`src/jp_cfg.svh`:
```
`ifndef JP_CFG_SVH
`define JP_CFG_SVH

// address of the P1 joypad register in I/O space
`define JP_P1_ADDR 16'hFF00

// system clocks per pad tick
`define JP_TICK_DIV 4

// idle ticks between two polled frames
`define JP_POLL_GAP 6

// serial bits the pad shifts out per frame
`define JP_FRAME_BITS 8

`endif
```
`src/jp_pkg.sv`:
```
package jp_pkg;

   // poll sequence, each state lasts one pad tick except IDLE which spans the gap
   typedef enum logic [2:0] {
      IDLE,
      LATCH,
      SAMPLE,
      PULSE,
      DONE
   } poll_state_e;

   // bit positions of the buttons inside a frame
   typedef enum int unsigned {
      RIGHT  = 0,
      LEFT   = 1,
      UP     = 2,
      DOWN   = 3,
      A      = 4,
      B      = 5,
      SELECT = 6,
      START  = 7
   } button_e;

   // one frame of buttons indexed by button_e, a set bit means pressed
   typedef logic [7:0] buttons_t;

endpackage

```
`src/pad_link_if.sv`:
```
interface pad_link_if;

   logic       tick;       // one clock strobe per pad tick
   logic       run;        // keeps the tick divider counting
   logic       sample;     // take the current pad bit
   logic [2:0] bit_idx;    // serial position of the bit being sampled
   logic       frame_done; // all bits of the frame are in

   modport timer (
      output tick,
      input  run
   );

   // the FSM paces itself on tick and steers the shifter
   modport fsm (
      input  tick,
      output run,
      output sample,
      output bit_idx,
      output frame_done
   );

   modport shifter (
      input sample,
      input bit_idx,
      input frame_done
   );

endinterface

```
`src/joypad_top.sv`:
```
module joypad_top (
   input  logic        I_CLK,
   input  logic        I_RESET,
   input  logic [15:0] ioreg_addr,
   input  logic [7:0]  ioreg_wdata,
   input  logic        ioreg_we,
   input  logic        ioreg_re,
   input  logic        pad_data,
   output logic [7:0]  ioreg_rdata,
   output logic        pad_latch,
   output logic        pad_pulse,
   output logic        joypad_irq
);

   jp_pkg::buttons_t buttons;   // last complete frame from the pad

   pad_link_if link ();

   pad_bit_timer i_timer (
      .I_CLK   (I_CLK),
      .I_RESET (I_RESET),
      .link    (link.timer)
   );

   pad_poll_fsm i_fsm (
      .I_CLK     (I_CLK),
      .I_RESET   (I_RESET),
      .link      (link.fsm),
      .pad_latch (pad_latch),
      .pad_pulse (pad_pulse)
   );

   pad_shift_reg i_shift (
      .I_CLK    (I_CLK),
      .I_RESET  (I_RESET),
      .link     (link.shifter),
      .pad_data (pad_data),
      .buttons  (buttons)
   );

   // CPU side register and interrupt
   p1_register i_p1 (
      .I_CLK       (I_CLK),
      .I_RESET     (I_RESET),
      .ioreg_addr  (ioreg_addr),
      .ioreg_wdata (ioreg_wdata),
      .ioreg_we    (ioreg_we),
      .ioreg_re    (ioreg_re),
      .buttons     (buttons),
      .ioreg_rdata (ioreg_rdata),
      .joypad_irq  (joypad_irq)
   );

endmodule

```
`src/p1_register.sv`:
```
`include "jp_cfg.svh"

module p1_register (
   input  logic             I_CLK,
   input  logic             I_RESET,
   input  logic [15:0]      ioreg_addr,
   input  logic [7:0]       ioreg_wdata,
   input  logic             ioreg_we,
   input  logic             ioreg_re,
   input  jp_pkg::buttons_t buttons,
   output logic [7:0]       ioreg_rdata,
   output logic             joypad_irq
);

   logic       p1_hit;
   logic [1:0] p1_sel;        // bit 1 picks the action row, bit 0 the direction row
   logic [3:0] dir_row;
   logic [3:0] act_row;
   logic [3:0] row_data;
   logic       any_pressed;
   logic       any_pressed_d;

   assign p1_hit = (ioreg_addr == `JP_P1_ADDR);

   always_ff @(posedge I_CLK) begin
      if (I_RESET) begin
         p1_sel <= 2'b00;
      end else if (ioreg_we && p1_hit) begin
         p1_sel <= ioreg_wdata[5:4];
      end
   end

   // rows in the bit order software expects
   assign dir_row = {buttons[jp_pkg::DOWN], buttons[jp_pkg::UP],
                     buttons[jp_pkg::LEFT], buttons[jp_pkg::RIGHT]};
   assign act_row = {buttons[jp_pkg::START], buttons[jp_pkg::SELECT],
                     buttons[jp_pkg::A], buttons[jp_pkg::B]};

   // the action row wins when both select bits are set
   always_comb begin
      if (p1_sel[1]) begin
         row_data = act_row;
      end else if (p1_sel[0]) begin
         row_data = dir_row;
      end else begin
         row_data = 4'h0;
      end
   end

   assign ioreg_rdata = (ioreg_re && p1_hit) ? {4'h0, row_data} : 8'h00;

   assign any_pressed = |buttons;

   // interrupt on the first frame where something is held after nothing was
   always_ff @(posedge I_CLK) begin
      if (I_RESET) begin
         any_pressed_d <= 1'b0;
         joypad_irq    <= 1'b0;
      end else begin
         any_pressed_d <= any_pressed;
         joypad_irq    <= any_pressed & ~any_pressed_d;
      end
   end

endmodule

```
`src/pad_shift_reg.sv`:
```
module pad_shift_reg (
   input  logic             I_CLK,
   input  logic             I_RESET,
   pad_link_if.shifter      link,
   input  logic             pad_data,
   output jp_pkg::buttons_t buttons
);

   jp_pkg::buttons_t staging;   // frame being assembled bit by bit

   // the pad shifts out A, B, SELECT, START, UP, DOWN, LEFT, RIGHT
   function automatic jp_pkg::button_e serial_pos(input logic [2:0] idx);
      unique case (idx)
         3'd0: serial_pos = jp_pkg::A;
         3'd1: serial_pos = jp_pkg::B;
         3'd2: serial_pos = jp_pkg::SELECT;
         3'd3: serial_pos = jp_pkg::START;
         3'd4: serial_pos = jp_pkg::UP;
         3'd5: serial_pos = jp_pkg::DOWN;
         3'd6: serial_pos = jp_pkg::LEFT;
         3'd7: serial_pos = jp_pkg::RIGHT;
      endcase
   endfunction

   always_ff @(posedge I_CLK) begin
      if (link.sample) begin
         staging[serial_pos(link.bit_idx)] <= ~pad_data;   // data line is low when pressed
      end
   end

   // only whole frames become visible to the register side
   always_ff @(posedge I_CLK) begin
      if (I_RESET) begin
         buttons <= '0;
      end else if (link.frame_done) begin
         buttons <= staging;
      end
   end

endmodule

```
`src/pad_poll_fsm.sv`:
```
`include "jp_cfg.svh"

module pad_poll_fsm (
   input  logic     I_CLK,
   input  logic     I_RESET,
   pad_link_if.fsm  link,
   output logic     pad_latch,
   output logic     pad_pulse
);

   localparam int GAP_W = (`JP_POLL_GAP > 1) ? $clog2(`JP_POLL_GAP) : 1;
   localparam logic [GAP_W-1:0] GAP_LAST = GAP_W'(`JP_POLL_GAP - 1);
   localparam logic [2:0]       BIT_LAST = 3'(`JP_FRAME_BITS - 1);

   jp_pkg::poll_state_e state;
   logic [GAP_W-1:0]    gap_cnt;  // idle ticks spent before the next latch
   logic [2:0]          bit_cnt;  // serial bit currently on the pad data line

   assign link.bit_idx = bit_cnt;

   always_ff @(posedge I_CLK) begin
      if (I_RESET) begin
         state           <= jp_pkg::IDLE;
         gap_cnt         <= '0;
         bit_cnt         <= '0;
         pad_latch       <= 1'b0;
         pad_pulse       <= 1'b0;
         link.run        <= 1'b0;
         link.sample     <= 1'b0;
         link.frame_done <= 1'b0;
      end else begin
         link.run        <= 1'b1;   // the pad is polled continuously once out of reset
         link.sample     <= 1'b0;
         link.frame_done <= 1'b0;
         if (link.tick) begin
            unique case (state)
               jp_pkg::IDLE: begin
                  if (gap_cnt == GAP_LAST) begin
                     gap_cnt   <= '0;
                     pad_latch <= 1'b1;
                     state     <= jp_pkg::LATCH;
                  end else begin
                     gap_cnt <= gap_cnt + 1'b1;
                  end
               end
               jp_pkg::LATCH: begin
                  // the pad now drives its first bit, take it at the start of the slot
                  pad_latch   <= 1'b0;
                  bit_cnt     <= '0;
                  link.sample <= 1'b1;
                  state       <= jp_pkg::SAMPLE;
               end
               jp_pkg::SAMPLE: begin
                  if (bit_cnt == BIT_LAST) begin
                     link.frame_done <= 1'b1;   // eighth bit is already in the shifter
                     state           <= jp_pkg::DONE;
                  end else begin
                     pad_pulse <= 1'b1;
                     state     <= jp_pkg::PULSE;
                  end
               end
               jp_pkg::PULSE: begin
                  pad_pulse   <= 1'b0;   // the falling edge shifts the next bit out
                  bit_cnt     <= bit_cnt + 1'b1;
                  link.sample <= 1'b1;
                  state       <= jp_pkg::SAMPLE;
               end
               jp_pkg::DONE: begin
                  state <= jp_pkg::IDLE;
               end
               default: begin
                  state <= jp_pkg::IDLE;
               end
            endcase
         end
      end
   end

endmodule

```
`src/pad_bit_timer.sv`:
```
`include "jp_cfg.svh"

module pad_bit_timer (
   input logic       I_CLK,
   input logic       I_RESET,
   pad_link_if.timer link
);

   localparam int CNT_W = (`JP_TICK_DIV > 1) ? $clog2(`JP_TICK_DIV) : 1;
   localparam logic [CNT_W-1:0] CNT_LAST = CNT_W'(`JP_TICK_DIV - 1);

   logic [CNT_W-1:0] div_cnt;
   logic             cnt_wrap;

   assign cnt_wrap = (div_cnt == CNT_LAST);

   // the divider only runs while the FSM asks for ticks
   always_ff @(posedge I_CLK) begin
      if (I_RESET || !link.run) begin
         div_cnt   <= '0;   // restart so the first tick comes a full period later
         link.tick <= 1'b0;
      end else begin
         link.tick <= cnt_wrap;
         if (cnt_wrap) begin
            div_cnt <= '0;
         end else begin
            div_cnt <= div_cnt + 1'b1;
         end
      end
   end

endmodule

```
`config.mk`:
```
export PLATFORM = sky130hd
export DESIGN_NAME = joypad_top
export DESIGN_NICKNAME = d
export VERILOG_FILES = /design/src/jp_pkg.sv /design/src/pad_link_if.sv /design/src/joypad_top.sv /design/src/p1_register.sv /design/src/pad_shift_reg.sv /design/src/pad_poll_fsm.sv /design/src/pad_bit_timer.sv
export VERILOG_INCLUDE_DIRS = /design/src
export SDC_FILE = /design/constraint.sdc
export NUM_CORES = 1
export LEC_CHECK = 0
export BUFFER_PORTS_ARGS = -buffer_cell sky130_fd_sc_hd__buf_2
export CORE_UTILIZATION = 45
export DETAILED_ROUTE_END_ITERATION = 7
export GPL_TIMING_DRIVEN = 0
export PLACE_DENSITY = 0.69
export REMOVE_ABC_BUFFERS = 1
export SYNTH_ARGS = -nofsm -noshare
export SYNTH_HDL_FRONTEND = slang
export SYNTH_SLANG_ARGS = --single-unit
```
`constraint.sdc`:
```
create_clock -name I_CLK -period 2.25 [get_ports I_CLK]
set_input_delay 0.1125 -clock I_CLK [delete_from_list [all_inputs] [get_ports I_CLK]]
set_output_delay 0.1125 -clock I_CLK [all_outputs]
set_load 0.03 [all_outputs]
```
# ---- Word level (Yosys, flattened, before mapping)
# Memories as Yosys holds them, arrays and structs flattened. A register that Yosys moved wholly into a read port is not among the register bits.
# Index checks and enable logic that the tools add are counted.
dict set report word_totals {
  mem_bits_ro 24
  ram_bits 0
  memories 1
  wordCells 75
  in_bits 29
  latch_bits 0
  reg_bits 37
  output_inout_bits 11
}
dict set report classes {
  order_cmp 2
  n_div 0
  n_mux 21
  addsub 3
  n_reduce_logical 19
  n_shift 0
  mul 0
  eq_ne 9
  bitwise 5
}
# name depth width read_ports rd_clocked_by_memory_dff wr line
set memory_table {}
lappend memory_table {{(name not given)} 8 3 1 1 0 pad_shift_reg.sv:13} ;# unique case (idx)
# operator count
set ops {}
lappend ops {{32-bit by 1-bit >= comparator with 1-bit output, second input constant} 1}
lappend ops {{32-bit by 4-bit < comparator with 1-bit output, second input constant} 1}
lappend ops {{32-bit 2-to-1 mux} 1}
lappend ops {{16-bit == test, second input constant} 1}
lappend ops {{3-bit 2-to-1 mux} 5}
lappend ops {{4-bit 2-to-1 mux} 3}
lappend ops {{3-bit case mux with 3 select lines} 1}
lappend ops {{8-bit bitwise mux} 1}
lappend ops {{8-bit OR reduction} 1}
lappend ops {{3-bit by 1-bit adder with 3-bit output, second input constant} 2}
lappend ops {{3-bit by 2-bit == test with 1-bit output, second input constant} 2}
lappend ops {{3-bit == test, second input constant} 2}
lappend ops {{1-bit 2-to-1 mux} 6}
lappend ops {{3-bit case mux with 2 select lines} 1}
lappend ops {{2-bit AND reduction} 3}
lappend ops {{3-bit AND reduction} 2}
lappend ops {{2-bit nonzero test} 3}
lappend ops {{2-bit OR reduction} 3}
lappend ops {{1-bit NOT} 4}
lappend ops {{1-bit case mux with 2 select lines} 2}
lappend ops {{1-bit demux with 3-bit select} 1}
lappend ops {{3-bit by 1-bit == test with 1-bit output, second input constant} 1}
lappend ops {{1-bit logical AND} 3}
lappend ops {{3-bit logical NOT} 1}
lappend ops {{8 further kinds} 8}

# ---- Depth between registers and ports, before layout
# Gate-level depths: netlist (run 1).
dict set report logic_depth {
  depth_word 6
  mapped_depth 6
  depth_no_buf 6
}

# ---- By module
# A second synthesis (run 1) with hierarchy kept.
dict set report hier_totals {
  hier_cells 155
  hier_area_um2 1584.0
}
# mod seq_area_each_um2 cells_each area_each_um2 n_inst
set by_module_without_submodules {}
lappend by_module_without_submodules {pad_poll_fsm 280.3 64 599.3 1}
lappend by_module_without_submodules {pad_shift_reg 400.4 48 588.1 1}
lappend by_module_without_submodules {p1_register 80.1 36 287.8 1}
lappend by_module_without_submodules {pad_bit_timer 60.1 7 108.9 1}

# ---- Worst setup path after synthesis (run 1)
# OpenSTA, ideal clock, no wires.
dict set report synth_path {
  path_kind {register to register}
  from {reg i_fsm.bit_cnt[0], in the netlist i_fsm.link.bit_idx[0]}
  to {reg (tool-made name)}
  required_ns 2.131
  setup_slack_ns 0.902
  arrival_ns 1.229
  setup_time_ns 0.119
  stages_incl_launch_ff 7
  cell_sequence {dfxtp_1 > ha_1 > ha_1 > nand3b_1 > mux2i_4 > nand2_1 > xnor2_1}
}
# element line
set synth_lines {}
lappend synth_lines {{from (decl)} pad_poll_fsm.sv:17} ;# logic [2:0] bit_cnt;
lappend synth_lines {{from (signal assigned)} pad_poll_fsm.sv:64} ;# bit_cnt <= bit_cnt + 1'b1;

==> flow_summary.toml, run 1 <==
[final_layout]
nNetsFinal = 227
seqCellArea_um2 = 881
multi_input_area_um2 = 746
drive_above_1_share_pct = 21.9
area_growth_pct = 16.0
diodes = 0
layout_common_cells = "dfxtp_1 (32), buf_2 (29), nor2_1 (25)"
mostFrequentLayoutCell = "dfxtp_1"
fin_area_um2 = 1960
fillers = 328

[placed_design]
hpwl_um = 2020
dpl_cell_area_um2 = 1850
io_buffers = 29
gp_congestion = 0.714

[sta]
grt_setup_unrepaired = "no"
setup_viol = 0
setup-tns-final_ns = 0
skew_ns = 0.00914
clock.fmax_ghz = 0.653
finalHoldViolCount = 0
tightest_slew_ns = 0.510
drv_slew = 0
slew_headroom_pct = 66.0
fin_crit_sh_pct = 68.0
fin_crit_ns = 1.53
holdWs_ns = 0.0783

[critical_path]
cp-end-kind = "flop"
max_stage_delay_ns = 0.46
critPathLaunchType = "flop"
cp_slowest_cell = "dfxtp_1"
critPathKind = "flop to flop"
crit_path_max_fanout = 7
critPathRequiredTime_ns = 2.44
cp.arrival_ns = 1.72
path_cells = "and3b_1, mux2i_4, nand2_1, xnor2_1"
r2r_cells = 4

[run]
cap_violations = 0

[die]
die_y_um = 63.4
dieArea_um2 = 4010
die_w_um = 63.4
core_um2 = 3470
pin_count = 40
core.rowCount = 21
start_util_pct = 48.8

[route]
drtPass1Iterations = 4
postRouteAntennaNets = 0
wl_per_cell_um = 11.5
vias = 1211
viasPerCell = 5.00
wl_um = 2790
route.detailed.drc = 0
drt-initial-drc-count = 22

[grt]
grt_overflow = 0
grt_usage_pct = 15.7
grt_pass1_vias = 1137
grt_max_degree = 30
antenna_found_initial = 0
grt_pass1_wl_um = 4820

[power]
leakagePower_nw = 0.745
worst_ir_drop_vdd_uv = 376
powerDensity_nw_per_um2 = 697

[clocking]
cts_resized = 0
cts_hold_buffers = 0
clock-sinks = 40
path_clk_slew_ns = 0.08
clock_latency_ns = 0.29
cts_tree = "done"
root_buffer = "clkbuf_8"
cts_buffer_depth = 2
ctsHtreeMaxLevel = 2
cts_setup_buffers = 0
cts_buffers = 5

[logic_synthesis]
avgSynthCellArea_um2 = 10.2
synth_cells = 166
synth-async-reset-ratio_pct = 0
ys.flop_type = "dfxtp_1"
yosys.cell_types.count = 39
synth_seq_area_share_pct = 52.0
yosysWarningCount = 0
synth_edf_count = 8
ys_seq_elements = 40
synth_area_um2 = 1690

[worst_hold_path]
holdPathStages = 3
hp-class = "primary input to flop"

[run_status]
status = "complete, no violations"
## report_power, final
| group | switching, mW | internal (mW) |
|---|---|---|
| Combinational | 0.0256 | 0.0185 |
| Sequential | 0.00153 | 0.732 |
| Clock | 0.258 | 0.334 |
| Total | 0.286 | 1.08 |
## through the flow
step | util, % | instances | setup slack (ns) | total power, mW
final | 56.6 | 242 | 0.720 | 1.37
after floorplan | - | 159 | 0.855 | 0.767
after detailed placement | 53.3 | 234 | 0.701 | 0.795
after CTS | 56.6 | 242 | 0.696 | 1.38
after global routing | 56.6 | 242 | 0.623 | 1.42
after global placement | 53.3 | 234 | 0.742 | 0.793
## flip-flops by register name, indices dropped and copies added (netlist names), named ones only
signal and cells:
i_fsm.gap_cnt 3, i_fsm.link.bit_idx 3, i_fsm.link.frame_done 1, i_fsm.link.run 1
i_fsm.link.sample 1, i_fsm.pad_latch 1, i_fsm.pad_pulse 1, i_fsm.state 3
i_p1.any_pressed_d 1, i_p1.joypad_irq 1, i_p1.p1_sel 2, i_shift.buttons 8
i_shift.staging 8, i_timer.div_cnt 2, i_timer.link.tick 1
## worst paths after layout
kind / to / startpoint / slack (ns)
max: flop / i_fsm.state[0] / 0.72
min reg2reg: i_p1.joypad_irq / i_p1.any_pressed_d / 0.40
max reg2reg: flop / i_fsm.state[0] / 0.72
min: i_p1.p1_sel[1] / ioreg_wdata[5] / 0.08
## layer usage
metal / routed length, µm / vias up / track usage, % / part of all wire [%]
met4: 57 / 0 / 7.67 / 2.0
met3: 193 / 4 / 6.16 / 6.9
li1: - / 629 / - / -
met2: 1240 / 35 / 25.1 / 44
met5: 0 / - / 0 / 0
met1: 1300 / 543 / 18.0 / 47
## final cells by class
| class | count | area share [%] |
|---|---|---|
| multi-input cells | 114 | 38.0 |
| clock inverters | 3 | 2.42 |
| well taps | 46 | 2.93 |
| clock buffers | 5 | 3.50 |
| inverters | 5 | 0.955 |
| repair buffers | 29 | 7.39 |
| flip-flops and latches | 40 | 44.8 |
## synth_stat cells (2+ instances only)
cell | instances | area, µm²
a22oi_1 | 2 | 15.0
nor2b_1 | 4 | 25.0
a21oi_2 | 2 | 17.5
xnor2_1 | 2 | 17.5
nand4b_1 | 2 | 17.5
ha_1 | 3 | 37.5
nor3_1 | 2 | 10.0
inv_1 | 5 | 18.8
nor2_1 | 25 | 93.8
nand2_1 | 10 | 37.5
nand2b_1 | 6 | 37.5
clkbuf_1 | 5 | 18.8
dfxtp_1 | 32 | 641
a21oi_1 | 10 | 50.1
mux2i_4 | 2 | 45.0
a211oi_1 | 2 | 15.0
or2b_1 | 2 | 15.0
o21ai_0 | 3 | 15.0
buf_4 | 4 | 30.0
nor4b_1 | 2 | 17.5
and4_1 | 2 | 17.5
edfxtp_1 | 8 | 240
nand3b_1 | 5 | 37.5
nor4_1 | 3 | 18.8
mux2i_1 | 8 | 80.1
nand3_1 | 2 | 10.0
## critical path, delay by kind of cell (launching register included)
family / cells / cell delay [ns]
xor+xnor: 1 / 0.13
mux: 1 / 0.34
simple gates: 2 / 0.50
flops: 1 / 0.46
## kinds of logic after synthesis
group	Yosys count	share of synthesized area, %
other cells	1	0.221
simple gates	73	24.5
compound gates	21	7.46
mux	10	7.39
xor+xnor	3	1.55
flops	40	52.0
fa+ha+maj	3	2.22
buf+inv	15	4.65
No activity file was read; power rests on OpenSTA's default activity.
==> run 2: changes to the inputs <==
--- a/config.mk
+++ b/config.mk
@@ -10,7 +10,7 @@
 export CORE_UTILIZATION = 45
 export DETAILED_ROUTE_END_ITERATION = 7
 export GPL_TIMING_DRIVEN = 0
-export PLACE_DENSITY = 0.69
+export PLACE_DENSITY = 0.71
 export REMOVE_ABC_BUFFERS = 1
 export SYNTH_ARGS = -nofsm -noshare
 export SYNTH_HDL_FRONTEND = slang
==> constraint.sdc (replaced) <==
create_clock -name I_CLK -period 1.25 [get_ports I_CLK]
set_input_delay 0.0625 -clock I_CLK [delete_from_list [all_inputs] [get_ports I_CLK]]
set_output_delay 0.0625 -clock I_CLK [all_outputs]
set_load 0.03 [all_outputs]
==> run 2 against run 1 <==
Net effect:
- clock skew shrank 0.0070 ns
- hold slack worse by 0.055 ns
- the run now ends with negative setup slack left
- first-iteration DRC count is 9.1% lower
==> flow_summary.toml, run 2 (synthesis results as in run 1) <==
[run_status]
status = "finished, violations left"
violations = "negative setup slack"

[critical_path]
path_delay_family = "adder cells"
critPathRequiredTime_ns = 1.47
max_stage_delay_ns = 0.34
cp_slowest_cell = "dfxtp_2"
critPathLaunchType = "flop"
cp-end-kind = "flop"
path_buf_inv = 1
cpMostUsedCell = "ha_4"
rr_startpoint = "i_fsm.link.bit_idx[1]"
path_cells = "ha_4, ha_4, nand3b_1, mux2i_4, buf_4, xor2_1"
r2r_cells = 6
r2r_slack_ns = -0.13
crit_path_max_fanout = 4
cp.arrival_ns = 1.61
critPathKind = "flop to flop"

[power]
power.share.clock_pct = 38.1
worst_ir_drop_vdd_uv = 676
powerDensity_nw_per_um2 = 1050
seqPwrFrac_pct = 57.9
leakagePower_nw = 0.806
comb_power_share_pct = 4.0
internal-power_mw = 1.80
netSwitchingPower_mw = 0.472
switching_share_pct = 20.8
power.total_mw = 2.27

[sta]
fin_crit_ns = 1.38
grt_setup_unrepaired = "yes"
setup_viol = 4
holdWs_ns = 0.0232
slew_headroom_pct = 65.5
clock.fmax_ghz = 0.723
drv_slew = 0
fin_crit_sh_pct = 111
setup-tns-final_ns = -0.403
finalHoldViolCount = 0
setup_ws_ns = -0.134
skew_ns = 0.00217
tightest_slew_ns = 0.518

[final_layout]
layout_common_cells = "nor2_1 (25), buf_2 (25), dfxtp_1 (22)"
final_core_util_pct = 62.0
drive_above_1_share_pct = 36.7
area_growth_pct = 27.0
fin_area_um2 = 2150
top_regs = "i_shift.buttons: 8 flops, i_shift.staging: 8 flops"
final_cells = 253
diodes = 0
nNetsFinal = 238

[clocking]
cts_tree = "done"
ctsHtreeMaxLevel = 2
path_clk_slew_ns = 0.07
clock-sinks = 40
clock_latency_ns = 0.29
cts_buffers = 5
root_buffer = "clkbuf_8"
cts_buffer_depth = 2
cts_hold_buffers = 0

[route]
drtPass1Iterations = 4
postRouteAntennaNets = 0
vias = 1291
wl_per_cell_um = 12.7
route.detailed.drc = 0
drt-initial-drc-count = 20
wl_um = 3210
viasPerCell = 5.10

[run]
cap_violations = 0

[placed_design]
pre_cts_ws_ns = -0.291
gp_congestion = 0.731
io_buffers = 29
place_inst = 234
dpl_cell_area_um2 = 1850
hpwl_um = 2160

[die]
die_w_um = 63.4
core_um2 = 3470
core.rowCount = 21
dieArea_um2 = 4010
start_util_pct = 48.8
pin_count = 40
die_y_um = 63.4

[grt]
grt_usage_pct = 17.3
grt_pass1_wl_um = 5380
antenna_found_initial = 0
grt_overflow = 0
grt_max_degree = 30
grt_pass1_vias = 1322

[worst_hold_path]
holdPathStages = 3
hp-class = "primary input to flop"
min_to = "i_p1.p1_sel[1]"
hp-start = "ioreg_wdata[5]"
-- run 2: cell count changes in the layout (fill, tap and decap cells not counted), sizes merged --
cell / before / now
clkbuf: 5 / 8
bufinv: 1 / 0
clkinv: 2 / 0
buf: 29 / 40
-- run 2: layer usage --
metal / GRT usage, % / vias up / wire [µm]
met5: 0 / - / 0
met3: 6.70 / 4 / 194
met1: 17.0 / 601 / 1270
met4: 6.25 / 0 / 38
met2: 32.2 / 36 / 1700
li1: - / 650 / -
-- run 2: repair_timing --
item	CTS	global route
hold endpoints to repair	0	0
endpoints found under the setup margin	13	9
pin swaps	10	8
buffers inserted	8	3
resized for setup	18	21
-- run 2: worst max-delay path by stage --
stage                                     start    to  slack (ns)  depth (start not counted)
final                     i_fsm.link.bit_idx[1]  flop       -0.13                          6
after global routing      i_fsm.link.bit_idx[1]  flop       -0.22                          6
after CTS                 i_fsm.link.bit_idx[1]  flop       -0.13                          6
after detailed placement         i_fsm.state[0]  flop       -0.29                          4
after global placement           i_fsm.state[0]  flop       -0.27                          4
after floorplan                  i_fsm.state[0]  flop       -0.15                          4
-- run 2: power by group through the flow --
stage / sequential (mW) / clock [mW] / combinational, mW
3_3_place_gp: 1.35 / 0 / 0.0765
3_5_place_dp: 1.35 / 0 / 0.0797
6_report: 1.31 / 0.865 / 0.0904
5_1_grt: 1.31 / 0.942 / 0.0991
4_1_cts: 1.32 / 0.902 / 0.0835
2_1_floorplan: 1.35 / 0 / 0.0304
-- run 2: final cells by class --
| class | instances | area (µm²) |
|---|---|---|
| inverter | 5 | 18.8 |
| tap | 46 | 57.6 |
| timing repair buffer | 40 | 245 |
| clock buffer | 8 | 90.1 |
| fill | 293 | 1320 |
| sequential | 40 | 901 |
| multi-input combinational | 114 | 840 |
-- run 2: worst reg2reg max path, stage by stage, from the launching register on --
cell	delay (ns)
dfxtp_2	0.34
ha_4	0.16
ha_4	0.25
nand3b_1	0.10
mux2i_4	0.20
buf_4	0.14
xor2_1	0.13
==> run 3: changes to the inputs <==
==> constraint.sdc (replaced) <==
create_clock -name I_CLK -period 1.25 [get_ports I_CLK]
set_input_delay 0.125 -clock I_CLK [delete_from_list [all_inputs] [get_ports I_CLK]]
set_output_delay 0.125 -clock I_CLK [all_outputs]
set_load 0.03 [all_outputs]
==> run 3 against run 2 <==
Net effect:
- the run still ends with negative setup slack left
- global-route usage increased by 0.31 points
- largest power group unchanged
- critical path depth unchanged
- clock skew hardly changed
- combinational power rose by 8.3%
==> flow_summary.toml, run 3 (synthesis results as in run 1) <==
[critical_path]
path_cells = "ha_4, ha_4, nand3b_1, mux2i_4, buf_4, xor2_1"
critPathLaunchType = "flop"
crit_path_max_fanout = 4
critPathKind = "flop to flop"
critPathRequiredTime_ns = 1.47
cp-end-kind = "flop"
cp_slowest_cell = "dfxtp_2"
max_stage_delay_ns = 0.34
cpMostUsedCell = "ha_4"
cp.arrival_ns = 1.61

[die]
die_w_um = 63.4
die_y_um = 63.4
pin_count = 40
dieArea_um2 = 4010
core_um2 = 3470
start_util_pct = 48.8
core.rowCount = 21

[final_layout]
nNetsFinal = 239
final_cells = 254
drive_above_1_share_pct = 40.4
final_core_util_pct = 64.2
diodes = 0
area_growth_pct = 31.5
layout_common_cells = "dfxtp_1 (22), buf_2 (22), nor2_1 (21)"
fillers = 278
fin_area_um2 = 2230
top_regs = "i_shift.buttons: 8 flops, i_shift.staging: 8 flops"

[power]
powerDensity_nw_per_um2 = 1020
leakagePower_nw = 0.828
power.total_mw = 2.28
worst_ir_drop_vdd_uv = 676

[grt]
grt_max_degree = 30
grt_pass1_vias = 1336
antenna_found_initial = 0
grt_overflow = 0
grt_pass1_wl_um = 5480
grt_usage_pct = 17.6

[sta]
drv_slew = 0
finalHoldViolCount = 0
setup_ws_ns = -0.134
skew_ns = 0.00227
slew_headroom_pct = 65.5
clock.fmax_ghz = 0.723
tightest_slew_ns = 0.518
setup_viol = 8
grt_setup_unrepaired = "yes"
fin_crit_ns = 1.38
holdWs_ns = 0.0860
fin_crit_sh_pct = 111

[route]
postRouteAntennaNets = 0
wl_per_cell_um = 13.2
vias = 1327
route.detailed.drc = 0
drtPass1Iterations = 4
viasPerCell = 5.22
drt-initial-drc-count = 35
wl_um = 3340

[run]
cap_violations = 0

[clocking]
clock_latency_ns = 0.29
root_buffer = "clkbuf_8"
clock-sinks = 40
ctsHtreeMaxLevel = 2
path_clk_slew_ns = 0.07
cts_buffer_depth = 2
cts_buffers = 5
cts_tree = "done"

[placed_design]
hpwl_um = 2160
gp_congestion = 0.731
dpl_cell_area_um2 = 1850
io_buffers = 29
place_inst = 234

[run_status]
status = "finished, violations left"
violations = "negative setup slack"

[worst_hold_path]
hp-class = "primary input to flop"
run 3: cell types whose count changed in the layout (fill, tap and decap cells not counted), moves of 2 or more:
cell / previous run / this run
a21oi_1: 10 / 8
a21oi_2: 2 / 4
buf_2: 25 / 22
buf_4: 13 / 11
buf_6: 2 / 8
nor2_1: 25 / 21
nor2_2: 0 / 2
nor2_4: 0 / 2
run 3: area by class of cell:
cell class	instances	area (µm²)	share of cell area [%]
sequential	40	903	40.6
multi-input combinational	114	875	39.3
timing repair buffer	41	283	12.7
clock buffer	8	90.1	4.04
tap	46	57.6	2.58
inverter	5	18.8	0.843
run 3: power breakdown:
group	internal [mW]	switching, mW
Sequential	1.31	0.00283
Combinational	0.0439	0.0540
Clock	0.450	0.415
run 3: worst paths after layout:
path                                             from              end  slack (ns)  cells past startpoint
worst max-delay path            i_fsm.link.bit_idx[1]             flop       -0.13                      6
worst min-delay path                   ioreg_wdata[4]   i_p1.p1_sel[0]        0.09                      3
worst max register to register  i_fsm.link.bit_idx[1]             flop       -0.13                      6
worst min register to register     i_p1.any_pressed_d  i_p1.joypad_irq        0.39                      1
run 3: timing repair:
item	4_1_cts	5_1_grt
cloned	0	0
hold buffers	0	0
pin swaps	15	12
resized for setup	31	23
buffers inserted	9	3
setup endpoints to repair	13	9
run 3: stage by stage:
stage	worst slack, ns	TNS, ns
3_5_place_dp	-0.291	-1.81
6_report	-0.134	-0.478
5_1_grt	-0.219	-1.12
4_1_cts	-0.126	-0.327
2_1_floorplan	-0.145	-0.717
3_3_place_gp	-0.266	-1.33
run 3: layer usage:
layer	wire (µm)	track usage, %	up-vias
met4	65	6.25	0
li1	-	-	651
met3	206	6.52	7
met1	1280	17.1	627
met2	1790	33.2	42
met5	0	0	-
run 3: critical path: cells and delay by family, from the launching register on:
kind / cells / cell delay [ns]
fa+ha+maj: 2 / 0.41
flops: 1 / 0.34
mux: 1 / 0.20
buf+inv: 1 / 0.14
xor+xnor: 1 / 0.13
simple gates: 1 / 0.10
